$ cat config.mk
export PLATFORM = sky130hd
export DESIGN_NAME = io_access_splitter
export DESIGN_NICKNAME = d
export VERILOG_FILES = /design/src/hdl/io_bus_pkg.sv /design/src/hdl/io_ctrl_pkg.sv /design/src/hdl/io_access_splitter.sv
export SDC_FILE = /design/constraint.sdc
export NUM_CORES = 1
export LEC_CHECK = 0
export ABC_CLOCK_PERIOD_IN_PS = 2150
export CAP_MARGIN = 0
export CELL_PAD_IN_SITES_DETAIL_PLACEMENT = 1
export CELL_PAD_IN_SITES_GLOBAL_PLACEMENT = 1
export CORE_MARGIN = 1
export CORE_UTILIZATION = 25
export CTS_BUF_LIST = sky130_fd_sc_hd__clkbuf_8
export DETAILED_ROUTE_END_ITERATION = 8
export DONT_BUFFER_PORTS = 1
export PLACE_DENSITY = 0.55
export REMOVE_ABC_BUFFERS = 1
export SLEW_MARGIN = 0
export SYNTH_ARGS = -nofsm -noshare
export SYNTH_HDL_FRONTEND = slang
export SYNTH_SLANG_ARGS = --single-unit
$ cat constraint.sdc
create_clock -name clk -period 2.15 [get_ports clk]
set_clock_uncertainty 0.2 [all_clocks]
set_input_delay 0.3225 -clock clk [delete_from_list [all_inputs] [get_ports clk]]
set_output_delay 0.3225 -clock clk [all_outputs]
set_load 0.01 [all_outputs]
$ cat src/hdl/io_bus_pkg.sv
/* I/O bus format */

package io_bus_pkg;

    // ----------------------------------------
    // widths of the x86 I/O space and bus
    // ----------------------------------------

    localparam int IO_ADDR_W = 16;   // port address
    localparam int IO_DATA_W = 32;   // one dword per transaction
    localparam int IO_BE_W   = 4;    // one enable per byte lane

    // ----------------------------------------
    // byte lanes of one bus word
    // ----------------------------------------

    // the same dword, seen whole or lane by lane
    typedef union packed {
        logic [IO_DATA_W-1:0]      dword;   // as driven on or taken from the bus
        logic [IO_BE_W-1:0][7:0]   bytes;   // lane 0 is the low byte
    } io_lane_u;

endpackage

$ cat src/hdl/io_ctrl_pkg.sv
/* I/O request sequencing */

package io_ctrl_pkg;

    // ----------------------------------------
    // request length
    // ----------------------------------------

    // bytes per port access, 1 to 4
    typedef logic [2:0] io_len_t;

    localparam io_len_t IO_MAX_LEN = 3'd4;   // a full dword

    // ----------------------------------------
    // split access phase
    // ----------------------------------------

    // an access crossing a dword runs as two transactions
    typedef enum logic {
        phase_first  = 1'b0,   // dword of the port address
        phase_second = 1'b1    // next dword, remaining bytes
    } io_phase_e;

endpackage

$ cat src/hdl/io_access_splitter.sv
/* I/O request capture and split */

`timescale 1ns/1ns

module io_access_splitter (
    input  logic                                 clk,
    input  logic                                 rst_n,
    input  logic                                 io_read_do,
    input  logic                                 io_write_do,
    input  logic [io_bus_pkg::IO_ADDR_W-1:0]     io_address,
    input  io_ctrl_pkg::io_len_t                 io_length,
    input  logic [io_bus_pkg::IO_DATA_W-1:0]     io_write_data,
    output logic                                 req_start,
    output logic                                 req_write,
    output logic                                 req_split,
    output logic [io_bus_pkg::IO_ADDR_W-1:0]     dword_addr,
    output logic [io_bus_pkg::IO_BE_W-1:0]       be_first,
    output logic [io_bus_pkg::IO_BE_W-1:0]       be_second,
    output logic [1:0]                           req_offset,
    output io_ctrl_pkg::io_len_t                 req_length,
    output logic [io_bus_pkg::IO_DATA_W-1:0]     req_data
);

    import io_bus_pkg::*;
    import io_ctrl_pkg::*;

    logic                   req_do;
    logic [IO_BE_W-1:0]     len_mask;     // one bit per requested byte
    logic [2*IO_BE_W-1:0]   lane_span;    // lanes over two dwords

    assign req_do = io_read_do | io_write_do;

    always_comb begin
        case (io_length)
            3'd1:    len_mask = 4'b0001;
            3'd2:    len_mask = 4'b0011;
            3'd3:    len_mask = 4'b0111;
            default: len_mask = 4'b1111;
        endcase
    end

    // upper half set only when offset plus length runs past lane 3
    assign lane_span = {{IO_BE_W{1'b0}}, len_mask} << io_address[1:0];

    // ----------------------------------------
    // request registers
    // ----------------------------------------

    always_ff @(posedge clk) begin
        if (!rst_n) begin
            req_start <= 1'b0;
        end else begin
            req_start <= req_do;   // master sees the request a cycle later
        end
    end

    always_ff @(posedge clk) begin
        if (req_do) begin
            req_write  <= io_write_do;
            req_split  <= |lane_span[2*IO_BE_W-1:IO_BE_W];
            dword_addr <= {io_address[IO_ADDR_W-1:2], 2'b00};
            be_first   <= lane_span[IO_BE_W-1:0];
            be_second  <= lane_span[2*IO_BE_W-1:IO_BE_W];
            req_offset <= io_address[1:0];
            req_length <= io_length;
            req_data   <= io_write_data;
        end
    end

    // ----------------------------------------
    // core side protocol
    // ----------------------------------------

    a_length_legal: assert property (@(posedge clk) disable iff (!rst_n)
        req_do |-> (io_length >= 3'd1 && io_length <= IO_MAX_LEN));

    a_one_strobe: assert property (@(posedge clk) disable iff (!rst_n)
        !(io_read_do && io_write_do));

endmodule

* After elaboration in Yosys (flattened, before gate mapping) *
Index checks and enable logic that the tools add are counted.
Widths: inputs -> output; s select.

cells by class
  equality and inequality tests = 3
  shift-type cells = 1
  muxes and demuxes = 1
  bitwise gates (word level) = 1
  reduce and logical (&&, ||, !) cells = 1

operators by type and width
  kind                count
  $pmux 4 s3          1
  $shl 4x2->8         1
  $eq 3x2->1 const B  2
  $reduce_or 4->1     1
  $eq 3x1->1 const B  1
  $or 1x1->1          1

word-level totals
  register bits after elaboration = 62
  input port bits = 55
  output and inout port bits = 64
  word-level logic and storage cells = 16

* Longest topological paths before layout *
  depth after elaboration = 4
  mapped depth = 3
  depth with buffers taken out = 2

* Worst setup path after synthesis *
OpenSTA, ideal clock, no wires.

  path type = in2reg
  from = in io_read_do
  to = reg be_first[0] (netlist name) (enable)
  library setup time = 392 ps
  arrival = 1107 ps
  required time = 1558 ps
  slack = 451 ps
  cell stages on the path = 1
  buffers on the path = 0
  cells stage by stage = or2_2

on the way
  longest elaborated chain between the ends = 1

ends and longest elaborated chain
  item                  line                      source
  start, declared       io_access_splitter.sv:8   input logic io_read_do,
  $or 1x1->1            io_access_splitter.sv:31  assign req_do = io_read_do | io_write_do;
  end signal, assigned  io_access_splitter.sv:62  be_first <= lane_span[IO_BE_W-1:0];
  end, declared         io_access_splitter.sv:17  output logic [io_bus_pkg::IO_BE_W-1:0] be_first,

Every way passes these cells.
A chain may end at the register's enable or synchronous reset.

* Worst setup path after layout *
  from = reg dword_addr[2] (netlist name)
  to = out dword_addr[2] (netlist name)

RTL lines
  item                    line                      source
  start, declared         io_access_splitter.sv:16  output logic [io_bus_pkg::IO_ADDR_W-1:0] dword_addr,
  start signal, assigned  io_access_splitter.sv:61  dword_addr <= {io_address[IO_ADDR_W-1:2], 2'b00};

No word-level cell between the ends.

==> results.cfg <==
[pwr]
leakage_uw = 0.001012
peakVddDrop_uv = 309.3
p_per_area_nw_per_um2 = 961.0

[timing]
clock.fmax_mhz = 765.5
finalHoldViolCount = 0
slew_viol_final = 0
min_period_over_period = 0.6076
fin_setup_tns_ns = 0
min_period_ns = 1.306
setup_viol = 0
rsz0062_at_grt = no
fin_hold_ws_ns = 0.05577
setup_slack_ns = 0.8437

[detailed_routing]
wire_per_inst_um = 17.46
drtIter0Drc = 29
viasPerCell = 4.136
firstDrtPassIters = 6
drc = 0
dr_total_vias = 1063
wirelength_mm = 4.488
ant_nets = 0

[worst_setup_path]
cp-start-kind = register
worstPathMaxFanout = 1
crit_path_end_kind = output port
critical_path_class = reg2out
crit_required_ns = 1.63
arrival_ns = 0.78

[global_routing]
antenna_found_initial = 0
grt_pass1_vias = 1119
grt_max_degree = 62
grt-ovfl-total = 0
grt_pass1_wl_mm = 6.417
track_usage = 0.1101

[cells_and_area]
regArea_um2 = 1822
finalNetCount = 205
multi_input_area_um2 = 140.1
final_layout_size_suffix_gt1_frac = 0.1290
syn_to_final_growth_pct = 42.93
fill_cells = 778
n_antenna_cell = 0

[worst_hold_path]
hp-class = in2reg
min_to = be_first[3]
hp-start = io_address[0]
whs_path_depth = 2

[clocking]
cts.clk_slew.worst_paths_ns = 0.07
cts_tree = yes
cts_setup_buffers = 0
ctsLongestPathBuffers = 2
cts.sinks = 61
cts-htree-levels = 3
cts_hold_buf = 53
root_buffer = clkbuf_8
post_cts_resized = 0
cts_buffers = 9

[synthesis]
synth_cell_types = 18
synth_top_area_cell = edfxtp_1
seq_area_frac_synth = 0.9111
ys_ff_latch = 61
synth_top_area_share = 0.9011
yosys-top-cells-area = edfxtp_1, buf_4, a21oi_1, dfxtp_1, a221oi_2
yosys_warnings = 0
synth.cell_area_um2 = 1999
avgSynthCellArea_um2 = 22.72
syn_inst = 88

[floorplan]
std_cell_rows = 32
initial_core_util = 0.2587
fp.dieW_um = 91.43
die_area_um2 = 8359
io_pins = 119
fp.dieH_um = 91.43
coreArea_um2 = 7727

[job]
cap_violations = 0

[run_status]
outcome = completed

[placement]
numPortBuffers = 0
hpwl_mm = 2.603
place_congestion = 0.6732
dp_slack_ns = 0.7804
[cell type report]
cell class                 instances  area share
timing repair buffer              54      0.1926
tap                              102     0.04466
sequential                        61      0.6375
multi-input combinational         23     0.04904
clock inverter                     7     0.03152
clock buffer                       9     0.04335
inverter                           1    0.001313
[sequential cells by signal (all words and copies together) (netlist names)]
name and flops:
req_length 3, req_offset 2, req_data 32, be_first 4, be_second 3, req_write 1
req_start 1, dword_addr 14, req_split 1
[power by group]
group / switching [µW] / internal (µW) / leakage (µW)
logic: 51.2 / 78.0 / 0.000286
clock network: 432 / 646 / 0.000107
registers: 104 / 1440 / 0.000620
total: 588 / 2160 / 0.00101
[cells in the mapped netlist]
master	number
a21boi_1	1
a21oi_1	4
a221oi_2	1
and2_1	2
buf_4	4
buf_6	1
conb_1	1
dfxtp_1	1
edfxtp_1	60
inv_1	1
nand2_1	1
nand3_1	1
nor2_1	4
nor2b_1	1
nor4_2	1
o211ai_1	2
o21ba_2	1
or2_2	1
[through the flow]
step	total power [µW]	cell area (µm²)	utilization	std cells
2_1_floorplan	1578	1966	-	85
3_3_place_gp	1606	2113	0.2735	188
3_5_place_dp	1612	2113	0.2735	188
4_1_cts	2783	2858	0.3698	257
5_1_grt	2851	2858	0.3698	257
6_report	2746	2858	0.3698	257
[routing by layer]
metal,track usage,vias up,part of all wire
met5,0,-,0
met4,0.08730,0,0.027
met2,0.1805,92,0.50
met1,0.1088,501,0.38
met3,0.04690,10,0.093
li1,-,460,-
[cell families after synthesis]
kind of cell    Yosys count  synth area share
compound gates            9           0.03379
flops                    61            0.9111
other cells               1          0.001876
simple gates             11           0.03066
buf+inv                   6           0.02253
[worst max-delay path by stage]
stage,startpoint,depth (start not counted),end
2_1_floorplan,io_read_do,1,be_first[0]
4_1_cts,req_offset[1],0,req_offset[1]
6_report,dword_addr[2],0,dword_addr[2]
3_5_place_dp,io_write_do,3,req_start
5_1_grt,req_offset[0],0,req_offset[0]
3_3_place_gp,io_write_do,3,req_start
[cells in the final DEF, fill, tap and decap left out, types with 2 or more instances in the layout]
cell | synthesis | final
clkinv_2 | 0 | 2
edfxtp_1 | 60 | 60
nor2_1 | 4 | 4
and2_1 | 2 | 2
clkbuf_8 | 0 | 9
bufinv_16 | 0 | 2
a21oi_1 | 4 | 4
dlygate4sd3_1 | 0 | 53
conb_1 | 1 | 3
o211ai_1 | 2 | 2
No activity file was read; power rests on OpenSTA's default activity.
