$ cat config.mk
export PLATFORM = sky130hd
export DESIGN_NAME = io_avalon_master
export DESIGN_NICKNAME = d
export VERILOG_FILES = /design/src/hdl/io_bus_pkg.sv /design/src/hdl/io_ctrl_pkg.sv /design/src/hdl/io_avalon_master.sv
export SDC_FILE = /design/constraint.sdc
export NUM_CORES = 1
export LEC_CHECK = 0
export ABC_AREA = 1
export BUFFER_PORTS_ARGS = -buffer_cell sky130_fd_sc_hd__buf_2
export CAP_MARGIN = 30
export CELL_PAD_IN_SITES_DETAIL_PLACEMENT = 0
export CELL_PAD_IN_SITES_GLOBAL_PLACEMENT = 1
export CORE_MARGIN = 10
export CORE_UTILIZATION = 28
export CTS_BUF_LIST = sky130_fd_sc_hd__clkbuf_16
export DETAILED_ROUTE_END_ITERATION = 8
export GPL_TIMING_DRIVEN = 0
export PLACE_DENSITY = 0.93
export SYNTH_ARGS = -nofsm -noshare
export SYNTH_HDL_FRONTEND = slang
export SYNTH_SLANG_ARGS = --single-unit
$ cat constraint.sdc
create_clock -name clk -period 3.62 [get_ports clk]
set_input_delay 0.724 -clock clk [delete_from_list [all_inputs] [get_ports clk]]
set_output_delay 0.724 -clock clk [all_outputs]
set_load 0.05 [all_outputs]
$ cat src/hdl/io_bus_pkg.sv
/* I/O bus format */

package io_bus_pkg;

    // ----------------------------------------
    // widths of the x86 I/O space and bus
    // ----------------------------------------

    localparam int IO_ADDR_W = 16;   // port address
    localparam int IO_DATA_W = 32;   // one dword per transaction
    localparam int IO_BE_W   = 4;    // one enable per byte lane

    // ----------------------------------------
    // byte lanes of one bus word
    // ----------------------------------------

    // the same dword, seen whole or lane by lane
    typedef union packed {
        logic [IO_DATA_W-1:0]      dword;   // as driven on or taken from the bus
        logic [IO_BE_W-1:0][7:0]   bytes;   // lane 0 is the low byte
    } io_lane_u;

endpackage

$ cat src/hdl/io_ctrl_pkg.sv
/* I/O request sequencing */

package io_ctrl_pkg;

    // ----------------------------------------
    // request length
    // ----------------------------------------

    // bytes per port access, 1 to 4
    typedef logic [2:0] io_len_t;

    localparam io_len_t IO_MAX_LEN = 3'd4;   // a full dword

    // ----------------------------------------
    // split access phase
    // ----------------------------------------

    // an access crossing a dword runs as two transactions
    typedef enum logic {
        phase_first  = 1'b0,   // dword of the port address
        phase_second = 1'b1    // next dword, remaining bytes
    } io_phase_e;

endpackage

$ cat src/hdl/io_avalon_master.sv
/* Avalon I/O bus master */

`timescale 1ns/1ns

module io_avalon_master (
    input  logic                                 clk,
    input  logic                                 rst_n,
    input  logic                                 req_start,
    input  logic                                 req_write,
    input  logic                                 req_split,
    input  logic [io_bus_pkg::IO_ADDR_W-1:0]     dword_addr,
    input  logic [io_bus_pkg::IO_BE_W-1:0]       be_first,
    input  logic [io_bus_pkg::IO_BE_W-1:0]       be_second,
    input  logic                                 avalon_io_waitrequest,
    input  logic                                 avalon_io_readdatavalid,
    output logic [io_bus_pkg::IO_ADDR_W-1:0]     avalon_io_address,
    output logic [io_bus_pkg::IO_BE_W-1:0]       avalon_io_byteenable,
    output logic                                 avalon_io_read,
    output logic                                 avalon_io_write,
    output io_ctrl_pkg::io_phase_e               phase,
    output logic                                 rd_capture,
    output logic                                 last_capture,
    output logic                                 io_read_done,
    output logic                                 io_write_done
);

    import io_bus_pkg::*;
    import io_ctrl_pkg::*;

    localparam logic [1:0] ST_IDLE  = 2'd0;
    localparam logic [1:0] ST_ISSUE = 2'd1;   // read or write on the bus
    localparam logic [1:0] ST_WAIT  = 2'd2;   // read accepted, data pending
    localparam logic [1:0] ST_DONE  = 2'd3;

    localparam logic [IO_ADDR_W-1:0] DWORD_STEP = 4;

    logic [1:0] state;
    logic       bus_accept;
    logic       last_phase;

    assign bus_accept = (avalon_io_read | avalon_io_write) & ~avalon_io_waitrequest;
    assign last_phase = ~req_split | (phase == phase_second);

    // ----------------------------------------
    // transaction sequencer
    // ----------------------------------------

    always_ff @(posedge clk) begin
        if (!rst_n) begin
            state           <= ST_IDLE;
            phase           <= phase_first;
            avalon_io_read  <= 1'b0;
            avalon_io_write <= 1'b0;
        end else begin
            case (state)
                ST_IDLE: begin
                    if (req_start) begin
                        state           <= ST_ISSUE;
                        phase           <= phase_first;
                        avalon_io_read  <= ~req_write;
                        avalon_io_write <= req_write;
                    end
                end
                ST_ISSUE: begin
                    if (bus_accept) begin
                        if (avalon_io_read) begin
                            avalon_io_read <= 1'b0;
                            state          <= ST_WAIT;
                        end else if (last_phase) begin
                            avalon_io_write <= 1'b0;
                            state           <= ST_DONE;
                        end else begin
                            phase <= phase_second;   // write stays up for next dword
                        end
                    end
                end
                ST_WAIT: begin
                    if (avalon_io_readdatavalid) begin
                        if (last_phase) begin
                            state <= ST_DONE;
                        end else begin
                            phase          <= phase_second;
                            avalon_io_read <= 1'b1;
                            state          <= ST_ISSUE;
                        end
                    end
                end
                default: begin
                    state <= ST_IDLE;   // done lasts one cycle
                end
            endcase
        end
    end

    // ----------------------------------------
    // bus address and strobes
    // ----------------------------------------

    assign avalon_io_address    = (phase == phase_second) ? dword_addr + DWORD_STEP : dword_addr;
    assign avalon_io_byteenable = (phase == phase_second) ? be_second : be_first;

    assign rd_capture   = avalon_io_readdatavalid & (state == ST_WAIT);
    assign last_capture = rd_capture & last_phase;

    assign io_read_done  = (state == ST_DONE) & ~req_write;
    assign io_write_done = (state == ST_DONE) & req_write;

    // ----------------------------------------
    // bus protocol
    // ----------------------------------------

    a_rd_wr_excl: assert property (@(posedge clk) disable iff (!rst_n)
        !(avalon_io_read && avalon_io_write));

    // slave must not return data that was never asked for
    a_rdv_outstanding: assert property (@(posedge clk) disable iff (!rst_n)
        avalon_io_readdatavalid |-> (state == ST_WAIT));

    a_hold_on_wait: assert property (@(posedge clk) disable iff (!rst_n)
        (avalon_io_read || avalon_io_write) && avalon_io_waitrequest
        |=> (avalon_io_read || avalon_io_write) && $stable(avalon_io_address)
            && $stable(avalon_io_byteenable));

endmodule

## Word level (Yosys, flattened, before mapping)

Index checks and enable logic that the tools add are counted.

- $add $sub $neg: 1
- Equality and inequality tests: 10
- Muxes and demuxes: 25
- Bitwise gates (word level): 10
- Reduce and logical (&&, ||, !) cells: 7

Operator list:

| cell | count |
|---|---|
| $add 16x3->16 const B | 1 |
| $mux 16 | 1 |
| $reduce_and 5->1 | 3 |
| $mux 1 | 13 |
| $mux 2 | 6 |
| $ne 2x2->1 const B | 6 |
| $pmux 1 s3 | 2 |
| $pmux 2 s3 | 1 |
| $and 1x1->1 | 5 |
| $eq 2x2->1 const B | 2 |
| $mux 4 | 1 |
| $reduce_and 4->1 | 1 |
| $ne 3x3->1 const B | 1 |
| $not 1->1 | 3 |
| $reduce_bool 3->1 | 1 |
| $eq 2x1->1 const B | 1 |
| $logic_not 2->1 | 1 |
| $or 1x1->1 | 2 |
| $pmux 1 s2 | 1 |
| $reduce_bool 2->1 | 1 |

- Flip-flop bits (word level): 5
- Output and inout bits: 27
- Logic and storage cells: 57

## Depth between registers and ports, before layout

- Depth in word-level cells: 6
- Mapped depth: 10

## Worst setup path before layout

No wires, ideal clock.

- Kind: in2out
- From: in dword_addr[2] (netlist bit)
- To: out avalon_io_address[10] (netlist bit)
- Arrival: 2.017 ns
- Setup slack: 0.879 ns
- Stages on the path: 6
- Buffers on the path: 0
- Path through: ha_1 -> nand3_1 -> nor2_2 -> nand2_2 -> nor2_2 -> xor2_1

- Cells in the longest elaborated chain, start to end: 2

RTL lines:

| item | RTL line | RTL |
|---|---|---|
| from (decl) | io_avalon_master.sv:11 | `input logic [io_bus_pkg::IO_ADDR_W-1:0] dword_addr,` |
| $add 16x3->16 | io_avalon_master.sv:99 | `assign avalon_io_address = (phase == phase_second) ? dword_addr + DWORD_STEP : dword_addr;` |
| $mux 16 | io_avalon_master.sv:99 |  |
| to (decl) | io_avalon_master.sv:16 | `output logic [io_bus_pkg::IO_ADDR_W-1:0] avalon_io_address,` |

No other way between the ends.

## Worst setup path after layout

- From: in dword_addr[2] (netlist bit)
- To: out avalon_io_address[12] (netlist bit)

Same word-level chain as after synthesis.

==> impl_metrics.env <==
export IMPL_drv_slew=0
export IMPL_grt_total_usage_pct=9.30
export IMPL_synth_compound_area_share_pct=3.11
export IMPL_synth_largest_area_cell="nand2_1"
export IMPL_drive_gt1_share_pct=33.8
export IMPL_crit_cells=11
export IMPL_ff_latch_area_sq_um=100
export IMPL_grt_pass1_wl_mm=4.68
export IMPL_core_sq_um=3050
export IMPL_layout_cells_non_filler=263
export IMPL_cts_buffers_inserted=3
export IMPL_ys_ff_latch=5
export IMPL_finalNetCount=257
export IMPL_die_area_sq_um=5810
export IMPL_wirelength_mm=2.65
export IMPL_clk_path_buf_depth=2
export IMPL_synthSimpleGateAreaFrac_pct=53.0
export IMPL_port_buffers=55
export IMPL_power_density_nw_per_um2=817
export IMPL_setup_tns_ns=0
export IMPL_start_util_pct=29.0
export IMPL_antenna_found_initial=0
export IMPL_synthAdderAreaFrac_pct=8.47
export IMPL_multiInputGateArea_sq_um=668
export IMPL_viasPerCell=4.12
export IMPL_clk_pin_slew_ns=0.03
export IMPL_path_common_cell="nand2_1"
export IMPL_fmax_mhz=386
export IMPL_root_buffer="clkbuf_16"
export IMPL_path_cells="buf_2 > ha_1 > nand3_1 > nor2_2 > nand2_2 > inv_1 > nand2_1 > nand2_1 > nand2_1 > inv_1 > buf_2"
export IMPL_crit_buf_inv=4
export IMPL_diodes=0
export IMPL_synth_main_ff_cell="dfxtp_1"
export IMPL_synth_top_family_by_area="simple AND/OR/NAND/NOR gates"
export IMPL_wl_per_cell_um=10.1
export IMPL_outcome="complete, no violations"
export IMPL_synthArstFlopShare_pct=0
export IMPL_ctsResizeCount=0
export IMPL_gp_congestion=0.790
export IMPL_synth_distinct_cells=22
export IMPL_min_period_over_period_pct=71.6
export IMPL_hold_class="reg2reg"
export IMPL_critPathLaunchType="input port"
export IMPL_globalRouteOverflowTotal=0
export IMPL_cp_startpoint="dword_addr[2]"
export IMPL_finClkSkew_ns=0.000419
export IMPL_rsz0062_at_grt="false"
export IMPL_cts_tree="yes"
export IMPL_synth_area_sq_um=886
export IMPL_reg2reg_slack_ns=2.19
export IMPL_grt_pass1_vias=1052
export IMPL_dpl_worst_slack_ns=1.01
export IMPL_syn2layout_area_growth_pct=46.2
export IMPL_synth_xor_area_share_pct=10.9
export IMPL_cap_violations=0
export IMPL_clkLatencyLatePin_ns=0.23
export IMPL_synth_edf_count=0
export IMPL_die_w_um=76.2
export IMPL_hpwlAfterDp_mm=2.30
export IMPL_postCtsSetupBuffers=0
export IMPL_finalSetupViolCount=0
export IMPL_place_area_sq_um=1220
export IMPL_first_pass_iters=2
export IMPL_synth_most_common_cell="nand2_1"
export IMPL_drcViolationCount=0
export IMPL_dp_cells=259
export IMPL_final_cell_area_sq_um=1290
export IMPL_hold_buffers=0
export IMPL_h_tree_depth=1
export IMPL_criticalPathCategory="in2out"
export IMPL_yosysSeqAreaShare_pct=11.3
export IMPL_regToRegEndpoint="avalon_io_write$_SDFFE_PN0P_"
export IMPL_synth_warnings=0
export IMPL_ant_nets=0
export IMPL_numClockSinks=5
export IMPL_hold_viol=0
export IMPL_endpoint_kind="primary output"
export IMPL_synthTopCellsByCount="nand2_1 (56), nor2_1 (23), inv_1 (20), nand3_1 (10)"
export IMPL_relSlewSlack_pct=82.4
export IMPL_fp_dieH_um=76.2
export IMPL_arrival_ns=1.87
export IMPL_synth_top_cell_area_share_pct=23.7
export IMPL_layout_min_cycle_time_ns=2.59
export IMPL_reg2reg_depth=9
export IMPL_crit_fanout=3
export IMPL_worstPathRequired_ns=2.90
export IMPL_muxShareOfSynthArea_pct=0
export IMPL_synth_cells=160
export IMPL_worst_slack_ns=1.03
export IMPL_reg2reg_from="state[1]$_SDFFE_PN0P_"
export IMPL_n_fill_cell=350
export IMPL_crit_slowest_cell="buf_2"
export IMPL_final_util_pct=42.4
export IMPL_syn_area_per_cell_sq_um=5.54
export IMPL_worstMarginPinSlew_ns=0.262
export IMPL_num_rows=20
export IMPL_crit_family="buffers and inverters"
export IMPL_drt_iter0_drc=27
export IMPL_pin_count=58
export IMPL_worstSetupEndpoint="avalon_io_address[12]"
export IMPL_leakage_nw=0.766
export IMPL_cpPeakStageDelay_ns=0.25
export IMPL_grt_max_degree=11
export IMPL_synth_fp_nets=197
export IMPL_yosys_top_cells_area="nand2_1 (24%), dfxtp_1 (11%), nor2_1 (9.7%)"
export IMPL_ir_drop_mv=0.427
export IMPL_num_vias=1084
flip-flops by register name, indices dropped and copies added (netlist names):
name,cells
avalon_io_read,1
phase,1
state,2
avalon_io_write,1
kinds of logic (layout without fill, tap and decap cells):
kind of cell / count (synthesis) / count (layout)
DFF: 5 / 5
xor gates and xnor gates: 11 / 11
adders and majority gates: 6 / 6
and+or+nand+nor: 107 / 107
buffers and inverters: 26 / 85
AOI/OAI and AO/OA: 5 / 5
worst reg2reg max path: cells and delay by family, from the launching register on:
| family | cells | cell delay, ns |
|---|---|---|
| and+or+nand+nor | 6 | 0.50 |
| buffers and inverters | 2 | 0.27 |
| adders and majority gates | 1 | 0.18 |
| DFF | 1 | 0.36 |
cells in the final DEF (no fill, tap or decap):
master,Yosys,final
buf_4,2,2
nor2_1,23,23
a21oi_1,2,2
nand4_1,5,5
nor2_4,1,1
inv_1,20,21
nand3_1,10,10
nand3b_1,2,2
nand3_2,1,1
nand2_1,56,56
nor3_1,1,1
o21ai_0,2,2
dfxtp_1,5,5
xor2_1,6,6
inv_4,1,1
ha_1,6,6
buf_6,1,1
nand2_2,4,4
clkbuf_16,0,3
nor2_2,4,4
buf_2,2,57
o21bai_1,1,1
xnor2_1,5,5
report_power, final:
group	internal (W)	switching (W)
clock network	0.000143	0.0000349
logic	0.000219	0.000547
registers	0.0000853	0.0000288
worst min path at each step:
| stage | slack [ns] | end | depth (start not counted) | start |
|---|---|---|---|---|
| floorplan | 0.55 | state[0]$_SDFFE_PN0P_ | 2 | state[0]$_SDFFE_PN0P_ |
| global placement | 0.50 | avalon_io_write$_SDFFE_PN0P_ | 2 | avalon_io_write$_SDFFE_PN0P_ |
| detailed placement | 0.51 | avalon_io_write$_SDFFE_PN0P_ | 2 | avalon_io_write$_SDFFE_PN0P_ |
| CTS | 0.51 | avalon_io_write$_SDFFE_PN0P_ | 2 | avalon_io_write$_SDFFE_PN0P_ |
| global route | 0.53 | avalon_io_write$_SDFFE_PN0P_ | 2 | avalon_io_write$_SDFFE_PN0P_ |
| finish | 0.51 | avalon_io_write$_SDFFE_PN0P_ | 2 | avalon_io_write$_SDFFE_PN0P_ |
stage by stage:
stage / power [W] / hold WS [ns]
2_1_floorplan: 0.000720 / 0.547
3_3_place_gp: 0.000891 / 0.505
3_5_place_dp: 0.000891 / 0.507
4_1_cts: 0.00108 / 0.511
5_1_grt: 0.00117 / 0.535
6_report: 0.00106 / 0.511
layout make-up:
type | instances | share of cell area (%)
multi-input combinational | 129 | 51.6
timing repair buffer | 55 | 21.3
sequential | 5 | 7.73
inverter | 21 | 6.28
clock buffer | 3 | 5.80
tap | 44 | 4.25
buffer | 5 | 2.80
clock inverter | 1 | 0.290
per-layer routing:
layer / share of wire [%] / up-vias / GRT usage (%)
li1: - / 606 / -
met1: 44 / 444 / 10.4
met2: 47 / 30 / 16.1
met3: 7.8 / 4 / 3.66
met4: 0.64 / 0 / 2.23
met5: 0 / - / 0
Power figures use the tool's default switching activity.
